--- src/verilog/bank_pkg.sv ---
package bank_pkg;

  // --------------------------------------------------
  // cache geometry
  // --------------------------------------------------
  localparam int SET_NUM = 8;
  localparam int WAY_NUM = 8;
  localparam int SET_W   = 3;
  localparam int WAY_W   = 3;
  // tag is addr[31:8], set is addr[7:5], half line is addr[4]
  localparam int TAG_W   = 24;
  localparam int LINE_W  = TAG_W + SET_W;

  // request opcodes
  localparam logic [1:0] OP_READ       = 2'd0;
  localparam logic [1:0] OP_WRITE      = 2'd1;
  localparam logic [1:0] OP_FLUSH      = 2'd2;
  localparam logic [1:0] OP_INVALIDATE = 2'd3;

  // half line states
  localparam logic [1:0] ST_INVALID = 2'd0;
  localparam logic [1:0] ST_CLEAN   = 2'd1;
  localparam logic [1:0] ST_DIRTY   = 2'd3;

  // --------------------------------------------------
  // response opcodes toward the issue stage
  // --------------------------------------------------
  localparam logic [2:0] RSP_READ_HIT    = 3'd0;
  localparam logic [2:0] RSP_READ_FILL   = 3'd1;
  localparam logic [2:0] RSP_WRITE_HIT   = 3'd2;
  localparam logic [2:0] RSP_WRITE_FILL  = 3'd3;
  localparam logic [2:0] RSP_FLUSH_WB    = 3'd4;
  localparam logic [2:0] RSP_FLUSH_NONE  = 3'd5;
  localparam logic [2:0] RSP_INVALIDATED = 3'd6;
  localparam logic [2:0] RSP_NOT_PRESENT = 3'd7;

  // sub-memory commands
  localparam logic [1:0] MEM_LINEFILL  = 2'd0;
  localparam logic [1:0] MEM_WRITEBACK = 2'd1;

  localparam int MEMQ_DEPTH = 4;
  localparam int MEMQ_PTR_W = 2;

endpackage

--- src/verilog/bank_htu_set_entry.sv ---
module bank_htu_set_entry (
  input  logic                       clk_i,
  input  logic                       rst_n_i,
  input  logic                       access_en_i,
  input  logic [1:0]                 opcode_i,
  input  logic [bank_pkg::TAG_W-1:0] tag_i,
  input  logic                       offset_i,
  output logic                       hit_o,
  output logic [bank_pkg::WAY_W-1:0] access_way_o,
  output logic [bank_pkg::TAG_W-1:0] access_tag_o,
  output logic                       access_dirty_o,
  output logic [1:0]                 next_offset0_state_o,
  output logic [1:0]                 next_offset1_state_o
);

  logic [bank_pkg::TAG_W-1:0]   tag_q           [bank_pkg::WAY_NUM];
  logic [1:0]                   offset0_state_q [bank_pkg::WAY_NUM];
  logic [1:0]                   offset1_state_q [bank_pkg::WAY_NUM];
  logic [bank_pkg::WAY_W-1:0]   rr_ptr_q;

  logic [bank_pkg::WAY_NUM-1:0] way_hit;
  logic [bank_pkg::WAY_W-1:0]   hit_way;
  logic [1:0]                   cur_offset0_state;
  logic [1:0]                   cur_offset1_state;
  logic                         is_alloc;

  // --------------------------------------------------
  // tag compare over all ways
  // --------------------------------------------------
  always_comb begin
    hit_way = '0;
    for (int w = 0; w < bank_pkg::WAY_NUM; w++) begin
      way_hit[w] = (offset0_state_q[w] != bank_pkg::ST_INVALID) && (tag_q[w] == tag_i);
      if (way_hit[w]) begin
        hit_way = w[bank_pkg::WAY_W-1:0];
      end
    end
  end

  assign hit_o        = |way_hit;
  // miss falls back to the round-robin victim
  assign access_way_o = hit_o ? hit_way : rr_ptr_q;

  assign access_tag_o      = tag_q[access_way_o];
  assign cur_offset0_state = offset0_state_q[access_way_o];
  assign cur_offset1_state = offset1_state_q[access_way_o];
  assign access_dirty_o    = (cur_offset0_state == bank_pkg::ST_DIRTY) ||
                             (cur_offset1_state == bank_pkg::ST_DIRTY);

  assign is_alloc = !hit_o && ((opcode_i == bank_pkg::OP_READ) ||
                               (opcode_i == bank_pkg::OP_WRITE));

  // post-update states of the accessed way
  always_comb begin
    next_offset0_state_o = cur_offset0_state;
    next_offset1_state_o = cur_offset1_state;
    case (opcode_i)
      bank_pkg::OP_READ: begin
        if (!hit_o) begin
          next_offset0_state_o = bank_pkg::ST_CLEAN;
          next_offset1_state_o = bank_pkg::ST_CLEAN;
        end
      end
      bank_pkg::OP_WRITE: begin
        if (!hit_o) begin
          next_offset0_state_o = bank_pkg::ST_CLEAN;
          next_offset1_state_o = bank_pkg::ST_CLEAN;
        end
        if (offset_i) begin
          next_offset1_state_o = bank_pkg::ST_DIRTY;
        end else begin
          next_offset0_state_o = bank_pkg::ST_DIRTY;
        end
      end
      bank_pkg::OP_FLUSH: begin
        if (hit_o && access_dirty_o) begin
          next_offset0_state_o = bank_pkg::ST_CLEAN;
          next_offset1_state_o = bank_pkg::ST_CLEAN;
        end
      end
      default: begin
        if (hit_o) begin
          next_offset0_state_o = bank_pkg::ST_INVALID;
          next_offset1_state_o = bank_pkg::ST_INVALID;
        end
      end
    endcase
  end

  always_ff @(posedge clk_i or negedge rst_n_i) begin
    if (!rst_n_i) begin
      for (int w = 0; w < bank_pkg::WAY_NUM; w++) begin
        offset0_state_q[w] <= bank_pkg::ST_INVALID;
        offset1_state_q[w] <= bank_pkg::ST_INVALID;
      end
      rr_ptr_q <= '0;
    end else if (access_en_i) begin
      offset0_state_q[access_way_o] <= next_offset0_state_o;
      offset1_state_q[access_way_o] <= next_offset1_state_o;
      if (is_alloc) begin
        rr_ptr_q <= rr_ptr_q + 1'b1;
      end
    end
  end

  always_ff @(posedge clk_i) begin
    if (access_en_i && is_alloc) begin
      tag_q[access_way_o] <= tag_i;
    end
  end

endmodule

--- src/verilog/bank_htu.sv ---
module bank_htu (
  input  logic                        clk_i,
  input  logic                        rst_n_i,
  // crossbar request
  input  logic                        req_valid_i,
  output logic                        req_ready_o,
  input  logic [1:0]                  req_ch_id_i,
  input  logic [1:0]                  req_opcode_i,
  input  logic [31:4]                 req_addr_i,
  input  logic [7:0]                  req_wbuffer_id_i,
  // result toward isu
  output logic                        isu_valid_o,
  input  logic                        isu_ready_i,
  output logic [1:0]                  isu_ch_id_o,
  output logic [2:0]                  isu_opcode_o,
  output logic [6:0]                  isu_set_way_offset_o,
  output logic [7:0]                  isu_wbuffer_id_o,
  output logic [1:0]                  isu_offset0_state_o,
  output logic [1:0]                  isu_offset1_state_o,
  // sub-memory command queue
  output logic                        memq_push_o,
  input  logic                        memq_ready_i,
  output logic                        memq_wb_o,
  output logic [bank_pkg::LINE_W-1:0] memq_wb_addr_o,
  output logic                        memq_fill_o,
  output logic [bank_pkg::LINE_W-1:0] memq_fill_addr_o
);

  logic [bank_pkg::SET_W-1:0]   set_idx;
  logic [bank_pkg::TAG_W-1:0]   req_tag;
  logic                         accept;
  logic [bank_pkg::SET_NUM-1:0] set_en;

  logic                         set_hit    [bank_pkg::SET_NUM];
  logic [bank_pkg::WAY_W-1:0]   set_way    [bank_pkg::SET_NUM];
  logic [bank_pkg::TAG_W-1:0]   set_tag    [bank_pkg::SET_NUM];
  logic                         set_dirty  [bank_pkg::SET_NUM];
  logic [1:0]                   set_next0  [bank_pkg::SET_NUM];
  logic [1:0]                   set_next1  [bank_pkg::SET_NUM];

  logic                         hit;
  logic                         dirty;
  logic                         op_is_read;
  logic                         op_is_write;
  logic                         op_is_flush;
  logic                         miss_mask;

  assign set_idx = req_addr_i[7:5];
  assign req_tag = req_addr_i[31:8];

  // two free queue slots cover a write-back plus a fill
  assign req_ready_o = isu_ready_i && memq_ready_i;
  assign accept      = req_valid_i && req_ready_o;
  assign set_en      = {{(bank_pkg::SET_NUM-1){1'b0}}, accept} << set_idx;

  for (genvar s = 0; s < bank_pkg::SET_NUM; s++) begin : g_set
    bank_htu_set_entry u_set_entry (
      .clk_i                (clk_i),
      .rst_n_i              (rst_n_i),
      .access_en_i          (set_en[s]),
      .opcode_i             (req_opcode_i),
      .tag_i                (req_tag),
      .offset_i             (req_addr_i[4]),
      .hit_o                (set_hit[s]),
      .access_way_o         (set_way[s]),
      .access_tag_o         (set_tag[s]),
      .access_dirty_o       (set_dirty[s]),
      .next_offset0_state_o (set_next0[s]),
      .next_offset1_state_o (set_next1[s])
    );
  end

  assign hit   = set_hit[set_idx];
  assign dirty = set_dirty[set_idx];

  assign op_is_read  = req_opcode_i == bank_pkg::OP_READ;
  assign op_is_write = req_opcode_i == bank_pkg::OP_WRITE;
  assign op_is_flush = req_opcode_i == bank_pkg::OP_FLUSH;

  // --------------------------------------------------
  // result toward isu
  // --------------------------------------------------
  always_comb begin
    case (req_opcode_i)
      bank_pkg::OP_READ:  isu_opcode_o = hit ? bank_pkg::RSP_READ_HIT : bank_pkg::RSP_READ_FILL;
      bank_pkg::OP_WRITE: isu_opcode_o = hit ? bank_pkg::RSP_WRITE_HIT : bank_pkg::RSP_WRITE_FILL;
      bank_pkg::OP_FLUSH: begin
        isu_opcode_o = (hit && dirty) ? bank_pkg::RSP_FLUSH_WB : bank_pkg::RSP_FLUSH_NONE;
      end
      default: isu_opcode_o = hit ? bank_pkg::RSP_INVALIDATED : bank_pkg::RSP_NOT_PRESENT;
    endcase
  end

  // flush or invalidate miss reports no way
  assign miss_mask = !hit && !op_is_read && !op_is_write;

  assign isu_valid_o          = req_valid_i && memq_ready_i;
  assign isu_ch_id_o          = req_ch_id_i;
  assign isu_wbuffer_id_o     = req_wbuffer_id_i;
  assign isu_set_way_offset_o = {set_idx, miss_mask ? '0 : set_way[set_idx], req_addr_i[4]};
  assign isu_offset0_state_o  = miss_mask ? bank_pkg::ST_INVALID : set_next0[set_idx];
  assign isu_offset1_state_o  = miss_mask ? bank_pkg::ST_INVALID : set_next1[set_idx];

  // --------------------------------------------------
  // sub-memory commands
  // --------------------------------------------------
  assign memq_fill_o      = !hit && (op_is_read || op_is_write);
  assign memq_wb_o        = dirty && (memq_fill_o || (hit && op_is_flush));
  assign memq_wb_addr_o   = {set_tag[set_idx], set_idx};
  assign memq_fill_addr_o = req_addr_i[31:5];
  assign memq_push_o      = accept && (memq_wb_o || memq_fill_o);

endmodule

--- src/verilog/bank_isu.sv ---
module bank_isu (
  input  logic       clk_i,
  input  logic       rst_n_i,
  // from htu
  input  logic       htu_valid_i,
  output logic       htu_ready_o,
  input  logic [1:0] htu_ch_id_i,
  input  logic [2:0] htu_opcode_i,
  input  logic [6:0] htu_set_way_offset_i,
  input  logic [7:0] htu_wbuffer_id_i,
  input  logic [1:0] htu_offset0_state_i,
  input  logic [1:0] htu_offset1_state_i,
  // toward requester
  output logic       rsp_valid_o,
  input  logic       rsp_ready_i,
  output logic [1:0] rsp_ch_id_o,
  output logic [2:0] rsp_opcode_o,
  output logic [6:0] rsp_set_way_offset_o,
  output logic [7:0] rsp_wbuffer_id_o,
  output logic [1:0] rsp_offset0_state_o,
  output logic [1:0] rsp_offset1_state_o
);

  logic load;

  // free slot, or the held entry leaves this cycle
  assign htu_ready_o = !rsp_valid_o || rsp_ready_i;
  assign load        = htu_valid_i && htu_ready_o;

  always_ff @(posedge clk_i or negedge rst_n_i) begin
    if (!rst_n_i) begin
      rsp_valid_o <= 1'b0;
    end else if (load) begin
      rsp_valid_o <= 1'b1;
    end else if (rsp_ready_i) begin
      rsp_valid_o <= 1'b0;
    end
  end

  always_ff @(posedge clk_i) begin
    if (load) begin
      rsp_ch_id_o          <= htu_ch_id_i;
      rsp_opcode_o         <= htu_opcode_i;
      rsp_set_way_offset_o <= htu_set_way_offset_i;
      rsp_wbuffer_id_o     <= htu_wbuffer_id_i;
      rsp_offset0_state_o  <= htu_offset0_state_i;
      rsp_offset1_state_o  <= htu_offset1_state_i;
    end
  end

endmodule

--- src/verilog/bank_submem_queue.sv ---
module bank_submem_queue (
  input  logic                        clk_i,
  input  logic                        rst_n_i,
  input  logic                        push_i,
  output logic                        push_ready_o,
  input  logic                        wb_i,
  input  logic [bank_pkg::LINE_W-1:0] wb_addr_i,
  input  logic                        fill_i,
  input  logic [bank_pkg::LINE_W-1:0] fill_addr_i,
  output logic                        mem_valid_o,
  input  logic                        mem_ready_i,
  output logic [1:0]                  mem_opcode_o,
  output logic [31:5]                 mem_line_addr_o
);

  logic [1:0]                      q_opcode [bank_pkg::MEMQ_DEPTH];
  logic [bank_pkg::LINE_W-1:0]     q_addr   [bank_pkg::MEMQ_DEPTH];
  logic [bank_pkg::MEMQ_PTR_W-1:0] wr_ptr_q;
  logic [bank_pkg::MEMQ_PTR_W-1:0] rd_ptr_q;
  logic [bank_pkg::MEMQ_PTR_W-1:0] wr_ptr_nxt;
  logic [bank_pkg::MEMQ_PTR_W:0]   count_q;
  logic [bank_pkg::MEMQ_PTR_W:0]   push_cnt;
  logic                            push_en;
  logic                            pop;

  assign push_ready_o = count_q <= (bank_pkg::MEMQ_DEPTH - 2);
  assign push_en      = push_i && push_ready_o;
  assign push_cnt     = {{bank_pkg::MEMQ_PTR_W{1'b0}}, push_en && wb_i} +
                        {{bank_pkg::MEMQ_PTR_W{1'b0}}, push_en && fill_i};
  assign wr_ptr_nxt   = wr_ptr_q + 1'b1;

  assign mem_valid_o     = count_q != '0;
  assign mem_opcode_o    = q_opcode[rd_ptr_q];
  assign mem_line_addr_o = q_addr[rd_ptr_q];
  assign pop             = mem_valid_o && mem_ready_i;

  // write-back always lands ahead of the fill
  always_ff @(posedge clk_i) begin
    if (push_en && wb_i) begin
      q_opcode[wr_ptr_q] <= bank_pkg::MEM_WRITEBACK;
      q_addr[wr_ptr_q]   <= wb_addr_i;
      if (fill_i) begin
        q_opcode[wr_ptr_nxt] <= bank_pkg::MEM_LINEFILL;
        q_addr[wr_ptr_nxt]   <= fill_addr_i;
      end
    end else if (push_en && fill_i) begin
      q_opcode[wr_ptr_q] <= bank_pkg::MEM_LINEFILL;
      q_addr[wr_ptr_q]   <= fill_addr_i;
    end
  end

  always_ff @(posedge clk_i or negedge rst_n_i) begin
    if (!rst_n_i) begin
      wr_ptr_q <= '0;
      rd_ptr_q <= '0;
      count_q  <= '0;
    end else begin
      wr_ptr_q <= wr_ptr_q + push_cnt[bank_pkg::MEMQ_PTR_W-1:0];
      if (pop) begin
        rd_ptr_q <= rd_ptr_q + 1'b1;
      end
      count_q <= count_q + push_cnt - {{bank_pkg::MEMQ_PTR_W{1'b0}}, pop};
    end
  end

endmodule

--- src/verilog/bank_top.sv ---
module bank_top (
  input  logic        clk_i,
  input  logic        rst_n_i,
  // request port
  input  logic        req_valid_i,
  output logic        req_ready_o,
  input  logic [1:0]  req_ch_id_i,
  input  logic [1:0]  req_opcode_i,
  input  logic [31:4] req_addr_i,
  input  logic [7:0]  req_wbuffer_id_i,
  // response port
  output logic        rsp_valid_o,
  input  logic        rsp_ready_i,
  output logic [1:0]  rsp_ch_id_o,
  output logic [2:0]  rsp_opcode_o,
  output logic [6:0]  rsp_set_way_offset_o,
  output logic [7:0]  rsp_wbuffer_id_o,
  output logic [1:0]  rsp_offset0_state_o,
  output logic [1:0]  rsp_offset1_state_o,
  // sub-memory port
  output logic        mem_valid_o,
  input  logic        mem_ready_i,
  output logic [1:0]  mem_opcode_o,
  output logic [31:5] mem_line_addr_o
);

  // htu to isu
  logic                        htu_isu_valid;
  logic                        htu_isu_ready;
  logic [1:0]                  htu_isu_ch_id;
  logic [2:0]                  htu_isu_opcode;
  logic [6:0]                  htu_isu_set_way_offset;
  logic [7:0]                  htu_isu_wbuffer_id;
  logic [1:0]                  htu_isu_offset0_state;
  logic [1:0]                  htu_isu_offset1_state;

  // htu to command queue
  logic                        memq_push;
  logic                        memq_ready;
  logic                        memq_wb;
  logic [bank_pkg::LINE_W-1:0] memq_wb_addr;
  logic                        memq_fill;
  logic [bank_pkg::LINE_W-1:0] memq_fill_addr;

  bank_htu u_htu (
    .clk_i                (clk_i),
    .rst_n_i              (rst_n_i),
    .req_valid_i          (req_valid_i),
    .req_ready_o          (req_ready_o),
    .req_ch_id_i          (req_ch_id_i),
    .req_opcode_i         (req_opcode_i),
    .req_addr_i           (req_addr_i),
    .req_wbuffer_id_i     (req_wbuffer_id_i),
    .isu_valid_o          (htu_isu_valid),
    .isu_ready_i          (htu_isu_ready),
    .isu_ch_id_o          (htu_isu_ch_id),
    .isu_opcode_o         (htu_isu_opcode),
    .isu_set_way_offset_o (htu_isu_set_way_offset),
    .isu_wbuffer_id_o     (htu_isu_wbuffer_id),
    .isu_offset0_state_o  (htu_isu_offset0_state),
    .isu_offset1_state_o  (htu_isu_offset1_state),
    .memq_push_o          (memq_push),
    .memq_ready_i         (memq_ready),
    .memq_wb_o            (memq_wb),
    .memq_wb_addr_o       (memq_wb_addr),
    .memq_fill_o          (memq_fill),
    .memq_fill_addr_o     (memq_fill_addr)
  );

  bank_isu u_isu (
    .clk_i                (clk_i),
    .rst_n_i              (rst_n_i),
    .htu_valid_i          (htu_isu_valid),
    .htu_ready_o          (htu_isu_ready),
    .htu_ch_id_i          (htu_isu_ch_id),
    .htu_opcode_i         (htu_isu_opcode),
    .htu_set_way_offset_i (htu_isu_set_way_offset),
    .htu_wbuffer_id_i     (htu_isu_wbuffer_id),
    .htu_offset0_state_i  (htu_isu_offset0_state),
    .htu_offset1_state_i  (htu_isu_offset1_state),
    .rsp_valid_o          (rsp_valid_o),
    .rsp_ready_i          (rsp_ready_i),
    .rsp_ch_id_o          (rsp_ch_id_o),
    .rsp_opcode_o         (rsp_opcode_o),
    .rsp_set_way_offset_o (rsp_set_way_offset_o),
    .rsp_wbuffer_id_o     (rsp_wbuffer_id_o),
    .rsp_offset0_state_o  (rsp_offset0_state_o),
    .rsp_offset1_state_o  (rsp_offset1_state_o)
  );

  bank_submem_queue u_submem_queue (
    .clk_i           (clk_i),
    .rst_n_i         (rst_n_i),
    .push_i          (memq_push),
    .push_ready_o    (memq_ready),
    .wb_i            (memq_wb),
    .wb_addr_i       (memq_wb_addr),
    .fill_i          (memq_fill),
    .fill_addr_i     (memq_fill_addr),
    .mem_valid_o     (mem_valid_o),
    .mem_ready_i     (mem_ready_i),
    .mem_opcode_o    (mem_opcode_o),
    .mem_line_addr_o (mem_line_addr_o)
  );

endmodule

--- config.mk ---
export PLATFORM = sky130hd
export DESIGN_NAME = bank_top
export DESIGN_NICKNAME = d
export VERILOG_FILES = /design/src/verilog/bank_pkg.sv /design/src/verilog/bank_htu_set_entry.sv /design/src/verilog/bank_htu.sv /design/src/verilog/bank_isu.sv /design/src/verilog/bank_submem_queue.sv /design/src/verilog/bank_top.sv
export SDC_FILE = /design/constraint.sdc
export NUM_CORES = 2
export LEC_CHECK = 0
export ABC_AREA = 0
export BUFFER_PORTS_ARGS = -buffer_cell sky130_fd_sc_hd__buf_2
export CAP_MARGIN = 15
export CORE_MARGIN = 3
export CORE_UTILIZATION = 47
export CTS_CLUSTER_SIZE = 10
export DETAILED_ROUTE_END_ITERATION = 6
export HOLD_SLACK_MARGIN = 0.08
export PLACE_DENSITY = 0.69
export SLEW_MARGIN = 30
export SYNTH_ARGS = -nofsm -noshare
export SYNTH_HDL_FRONTEND = slang
export SYNTH_SLANG_ARGS = --single-unit
--- constraint.sdc ---
create_clock -name clk_i -period 6.3 [get_ports clk_i]
set_input_delay 0.63 -clock clk_i [delete_from_list [all_inputs] [get_ports clk_i]]
set_output_delay 0.63 -clock clk_i [all_outputs]
set_load 0.05 [all_outputs]
==> flow_summary.ini <==
[grt]
gr-usage-met2 = 0.624
grt_pass1_vias = 87200
gr-total-overflow = 0
grt_start_max_net_pins = 140
grt_usage = 0.431
use_met1 = 0.594
grt_pass1_wl_um = 696000
use_met3 = 0.120
busiest_layer = met2
antenna_found_initial = 20

[worst_setup_path]
cp-start-kind = register
arrival_ns = 7.20
required_ns = 7.09
critical_path_peak_fanout = 8
worstSetupPathType = reg2reg
ff2ff_setup_slack_ns = -0.11
crit_start = u_htu.g_set[4].u_set_entry.tag_q[2][21]$_DFFE_PP_
cp-end-kind = register
r2r_start = u_htu.g_set[4].u_set_entry.tag_q[2][21]$_DFFE_PP_

[placement]
dp_hpwl_um = 384000
place_area_sq_mm = 0.125
dp_cells = 13600
portBuffers = 99
gp_congestion = 1.06

[clocking]
numCtsBuffers = 230
cts_max_level = 4
cts_tree = built
root_buffer = clkbuf_16
cts_buffer_depth = 3
cts_sinks = 1960
clock_latency_ns = 0.94
path_clk_slew_ns = 0.06

[cells_and_area]
final_area_sq_mm = 0.133
final_cells = 14000
area_growth_pct = 26.8
fillers = 18500
fin_nets = 10900
drive_gt1_frac = 0.294
final_common_cell = buf_4
mostFrequentLayoutCells = 2,082 x buf_4, 1,668 x edfxtp_1, 1,133 x xor2_1

[synth]
yosys_warnings = 0
synthArstFlopShare = 0.147
avgSynthCellArea_sq_um = 11.9
seq_area_frac_synth = 0.545
synth_edf_count = 1668
syn_inst = 8824
netlist-cell-type-count = 114
syn_area_sq_mm = 0.105
syn_nets = 8885
ys_ff_latch = 1960
ys.flop_type = edfxtp_1

[sta]
hold_violations = 0
setup_ws_ns = -0.113
tightest_slew_ns = 1.41
rsz0062_at_grt = true
skew_ns = 0.0466
slew_headroom = 0.0486
tns_ns = -1.28
setup_viol = 33
period_needed_ns = 6.41
post-route-period-util = 1.02
drv_slew = 0
fmax_mhz = 156

[routing]
vias_per_cell = 6.56
first_iter_violations = 14600
vias = 91800
ant_nets = 0
wire_per_inst_um = 36.4
routed_wl_um = 510000
drc_errors = 4
firstDrtPassIters = 7

[floorplan]
ios = 101
fp.dieArea_sq_mm = 0.230
placementRows = 173
die_h_um = 479
initial_utilization = 0.473
die_w_um = 479
core-area_sq_mm = 0.223

[pwr]
p_total_mw = 43.8
leakage_nw = 50.8
power_density_mw_per_mm2 = 328
vdd_drop_max_v = 0.000279

[min_path]
hp-class = in2reg
min_from = mem_ready_i

[status]
failed_checks = design-rule violations, negative setup slack
status = complete, but fails checks

[flow_run]
drv_cap = 0
[flip-flops by register name (all words and copies together), names as in the netlist]
register                                 cells
u_isu.rsp_opcode_o                           3
u_htu.g_set.u_set_entry.rr_ptr_q            24
u_submem_queue.wr_ptr_q                      2
u_isu.rsp_ch_id_o                            2
u_htu.g_set.u_set_entry.offset0_state_q    128
u_isu.rsp_valid_o                            1
u_submem_queue.q_addr                      108
u_isu.rsp_offset0_state_o                    2
u_submem_queue.q_opcode                      4
u_submem_queue.count_q                       3
u_isu.rsp_wbuffer_id_o                       8
u_isu.rsp_offset1_state_o                    2
u_isu.rsp_set_way_offset_o                   7
u_htu.g_set.u_set_entry.tag_q             1536
u_htu.g_set.u_set_entry.offset1_state_q    128
u_submem_queue.rd_ptr_q                      2
[cells by family (layout without fill, tap and decap cells)]
family | count (synthesis) | in the layout | synth area share
and+or+nand+nor | 2713 | 2713 | 0.130
DFF | 1960 | 1960 | 0.545
xor gates and xnor gates | 1568 | 1568 | 0.130
AOI/OAI and AO/OA | 1287 | 1287 | 0.0896
muxes | 653 | 653 | 0.0717
buffers and inverters | 626 | 2820 | 0.0308
adders and majority gates | 16 | 16 | 0.00197
other | 1 | 16 | 0.0000356
[per-layer routing]
| metal | wire [um] | share of wire |
|---|---|---|
| met1 | 199000 | 0.39 |
| met4 | 31500 | 0.062 |
| met3 | 65300 | 0.13 |
| met5 | 112 | 0.00022 |
| met2 | 214000 | 0.42 |
[through the flow]
stage,hold slack [ns],util,setup slack (ns)
global placement,0.455,0.563,-1.60
finish,0.118,0.600,-0.113
CTS,0.0812,0.596,0.0122
detailed placement,0.474,0.563,-1.71
floorplan,0.334,-,-0.313
global route,0.111,0.600,-0.175
[worst max-delay path, cell delays in order, from the launching register on]
cell and delay [ns]:
edfxtp_1 0.50, xnor2_4 0.30, buf_6 0.14, nand4_1 0.07
or4b_1 0.50, or3_4 0.35, buf_4 0.14, and2_1 0.17
buf_4 0.15, a41o_4 0.29, buf_4 0.15, or4_4 0.48
a31oi_2 0.24, a311o_1 0.19, o22ai_1 0.10, buf_4 0.22
o221ai_4 0.17, nor4bb_4 0.37, or2_4 0.21, ha_4 0.17
clkinvlp_4 0.23, nand2_8 0.22, buf_6 0.15, a311oi_4 0.04
a221oi_4 0.42, buf_6 0.18, mux2_4 0.14
[timing repair]
item / CTS / global route
endpoints found under the hold margin: 91 / 0
pin swaps: 8 / 23
hold buffers: 18 / 0
endpoints found under the setup margin: 121 / 95
setup buffers: 1 / 13
gates resized for setup: 42 / 130
[cells in the mapped netlist (31+ instances only)]
library cell / count / area share
edfxtp_1: 1668 / 0.48
xor2_1: 1135 / 0.094
nand2_1: 883 / 0.031
nor2_1: 445 / 0.016
nor4_1: 445 / 0.026
xnor2_1: 433 / 0.036
mux2_2: 334 / 0.036
dfrtp_1: 288 / 0.068
a21oi_1: 268 / 0.013
clkbuf_1: 253 / 0.0090
mux2i_1: 250 / 0.024
nand3_1: 213 / 0.010
nand4_1: 207 / 0.012
o21ai_0: 142 / 0.0068
nor3_1: 119 / 0.0057
a221oi_1: 104 / 0.0087
buf_4: 89 / 0.0063
inv_1: 83 / 0.0030
a31oi_1: 82 / 0.0049
buf_2: 82 / 0.0039
or4_1: 75 / 0.0053
a22oi_1: 73 / 0.0052
buf_6: 61 / 0.0065
o211ai_1: 60 / 0.0043
and3_1: 58 / 0.0034
or3_1: 57 / 0.0034
buf_1: 55 / 0.0020
a211oi_1: 44 / 0.0031
a311oi_1: 44 / 0.0037
mux4_2: 41 / 0.0088
o221ai_1: 38 / 0.0032
a222oi_1: 34 / 0.0032
o2111ai_1: 31 / 0.0026
[path summary, 6_finish.rpt]
| kind | endpoint | depth (start not counted) |
|---|---|---|
| setup / recovery | u_submem_queue.q_addr[3][23]$_DFFE_PP_ | 26 |
| hold / removal | u_submem_queue.rd_ptr_q[0]$_DFFE_PN0P_ | 3 |
| setup reg to reg | u_submem_queue.q_addr[3][23]$_DFFE_PP_ | 26 |
| hold reg to reg | u_htu.g_set[3].u_set_entry.rr_ptr_q[2]$_DFFE_PN0P_ | 1 |
| max in group asynchronous | u_htu.g_set[5].u_set_entry.offset1_state_q[9]$_DFFE_PN0P_ | 3 |
| min in group asynchronous | u_htu.g_set[1].u_set_entry.offset0_state_q[8]$_DFFE_PN0P_ | 2 |
[where the power goes]
| group | leakage [nW] | switching [mW] | internal, mW |
|---|---|---|---|
| clock network | 3.33 | 5.66 | 7.09 |
| registers | 18.9 | 0.356 | 14.6 |
| logic | 28.5 | 10.4 | 5.71 |
| total | 50.8 | 16.4 | 27.4 |
[cell type report]
type / count / area (sq um) / area share
Antenna cell: 15 / 37.5 / 0.000281
Clock buffer: 344 / 6320 / 0.0473
Clock inverter: 54 / 618 / 0.00463
Inverter: 86 / 328 / 0.00246
Multi-Input combinational cell: 6238 / 45900 / 0.344
Sequential cell: 1960 / 57400 / 0.430
Tap cell: 2975 / 3720 / 0.0279
Timing Repair Buffer: 2336 / 19100 / 0.143
(Power assumes the default switching activity.)
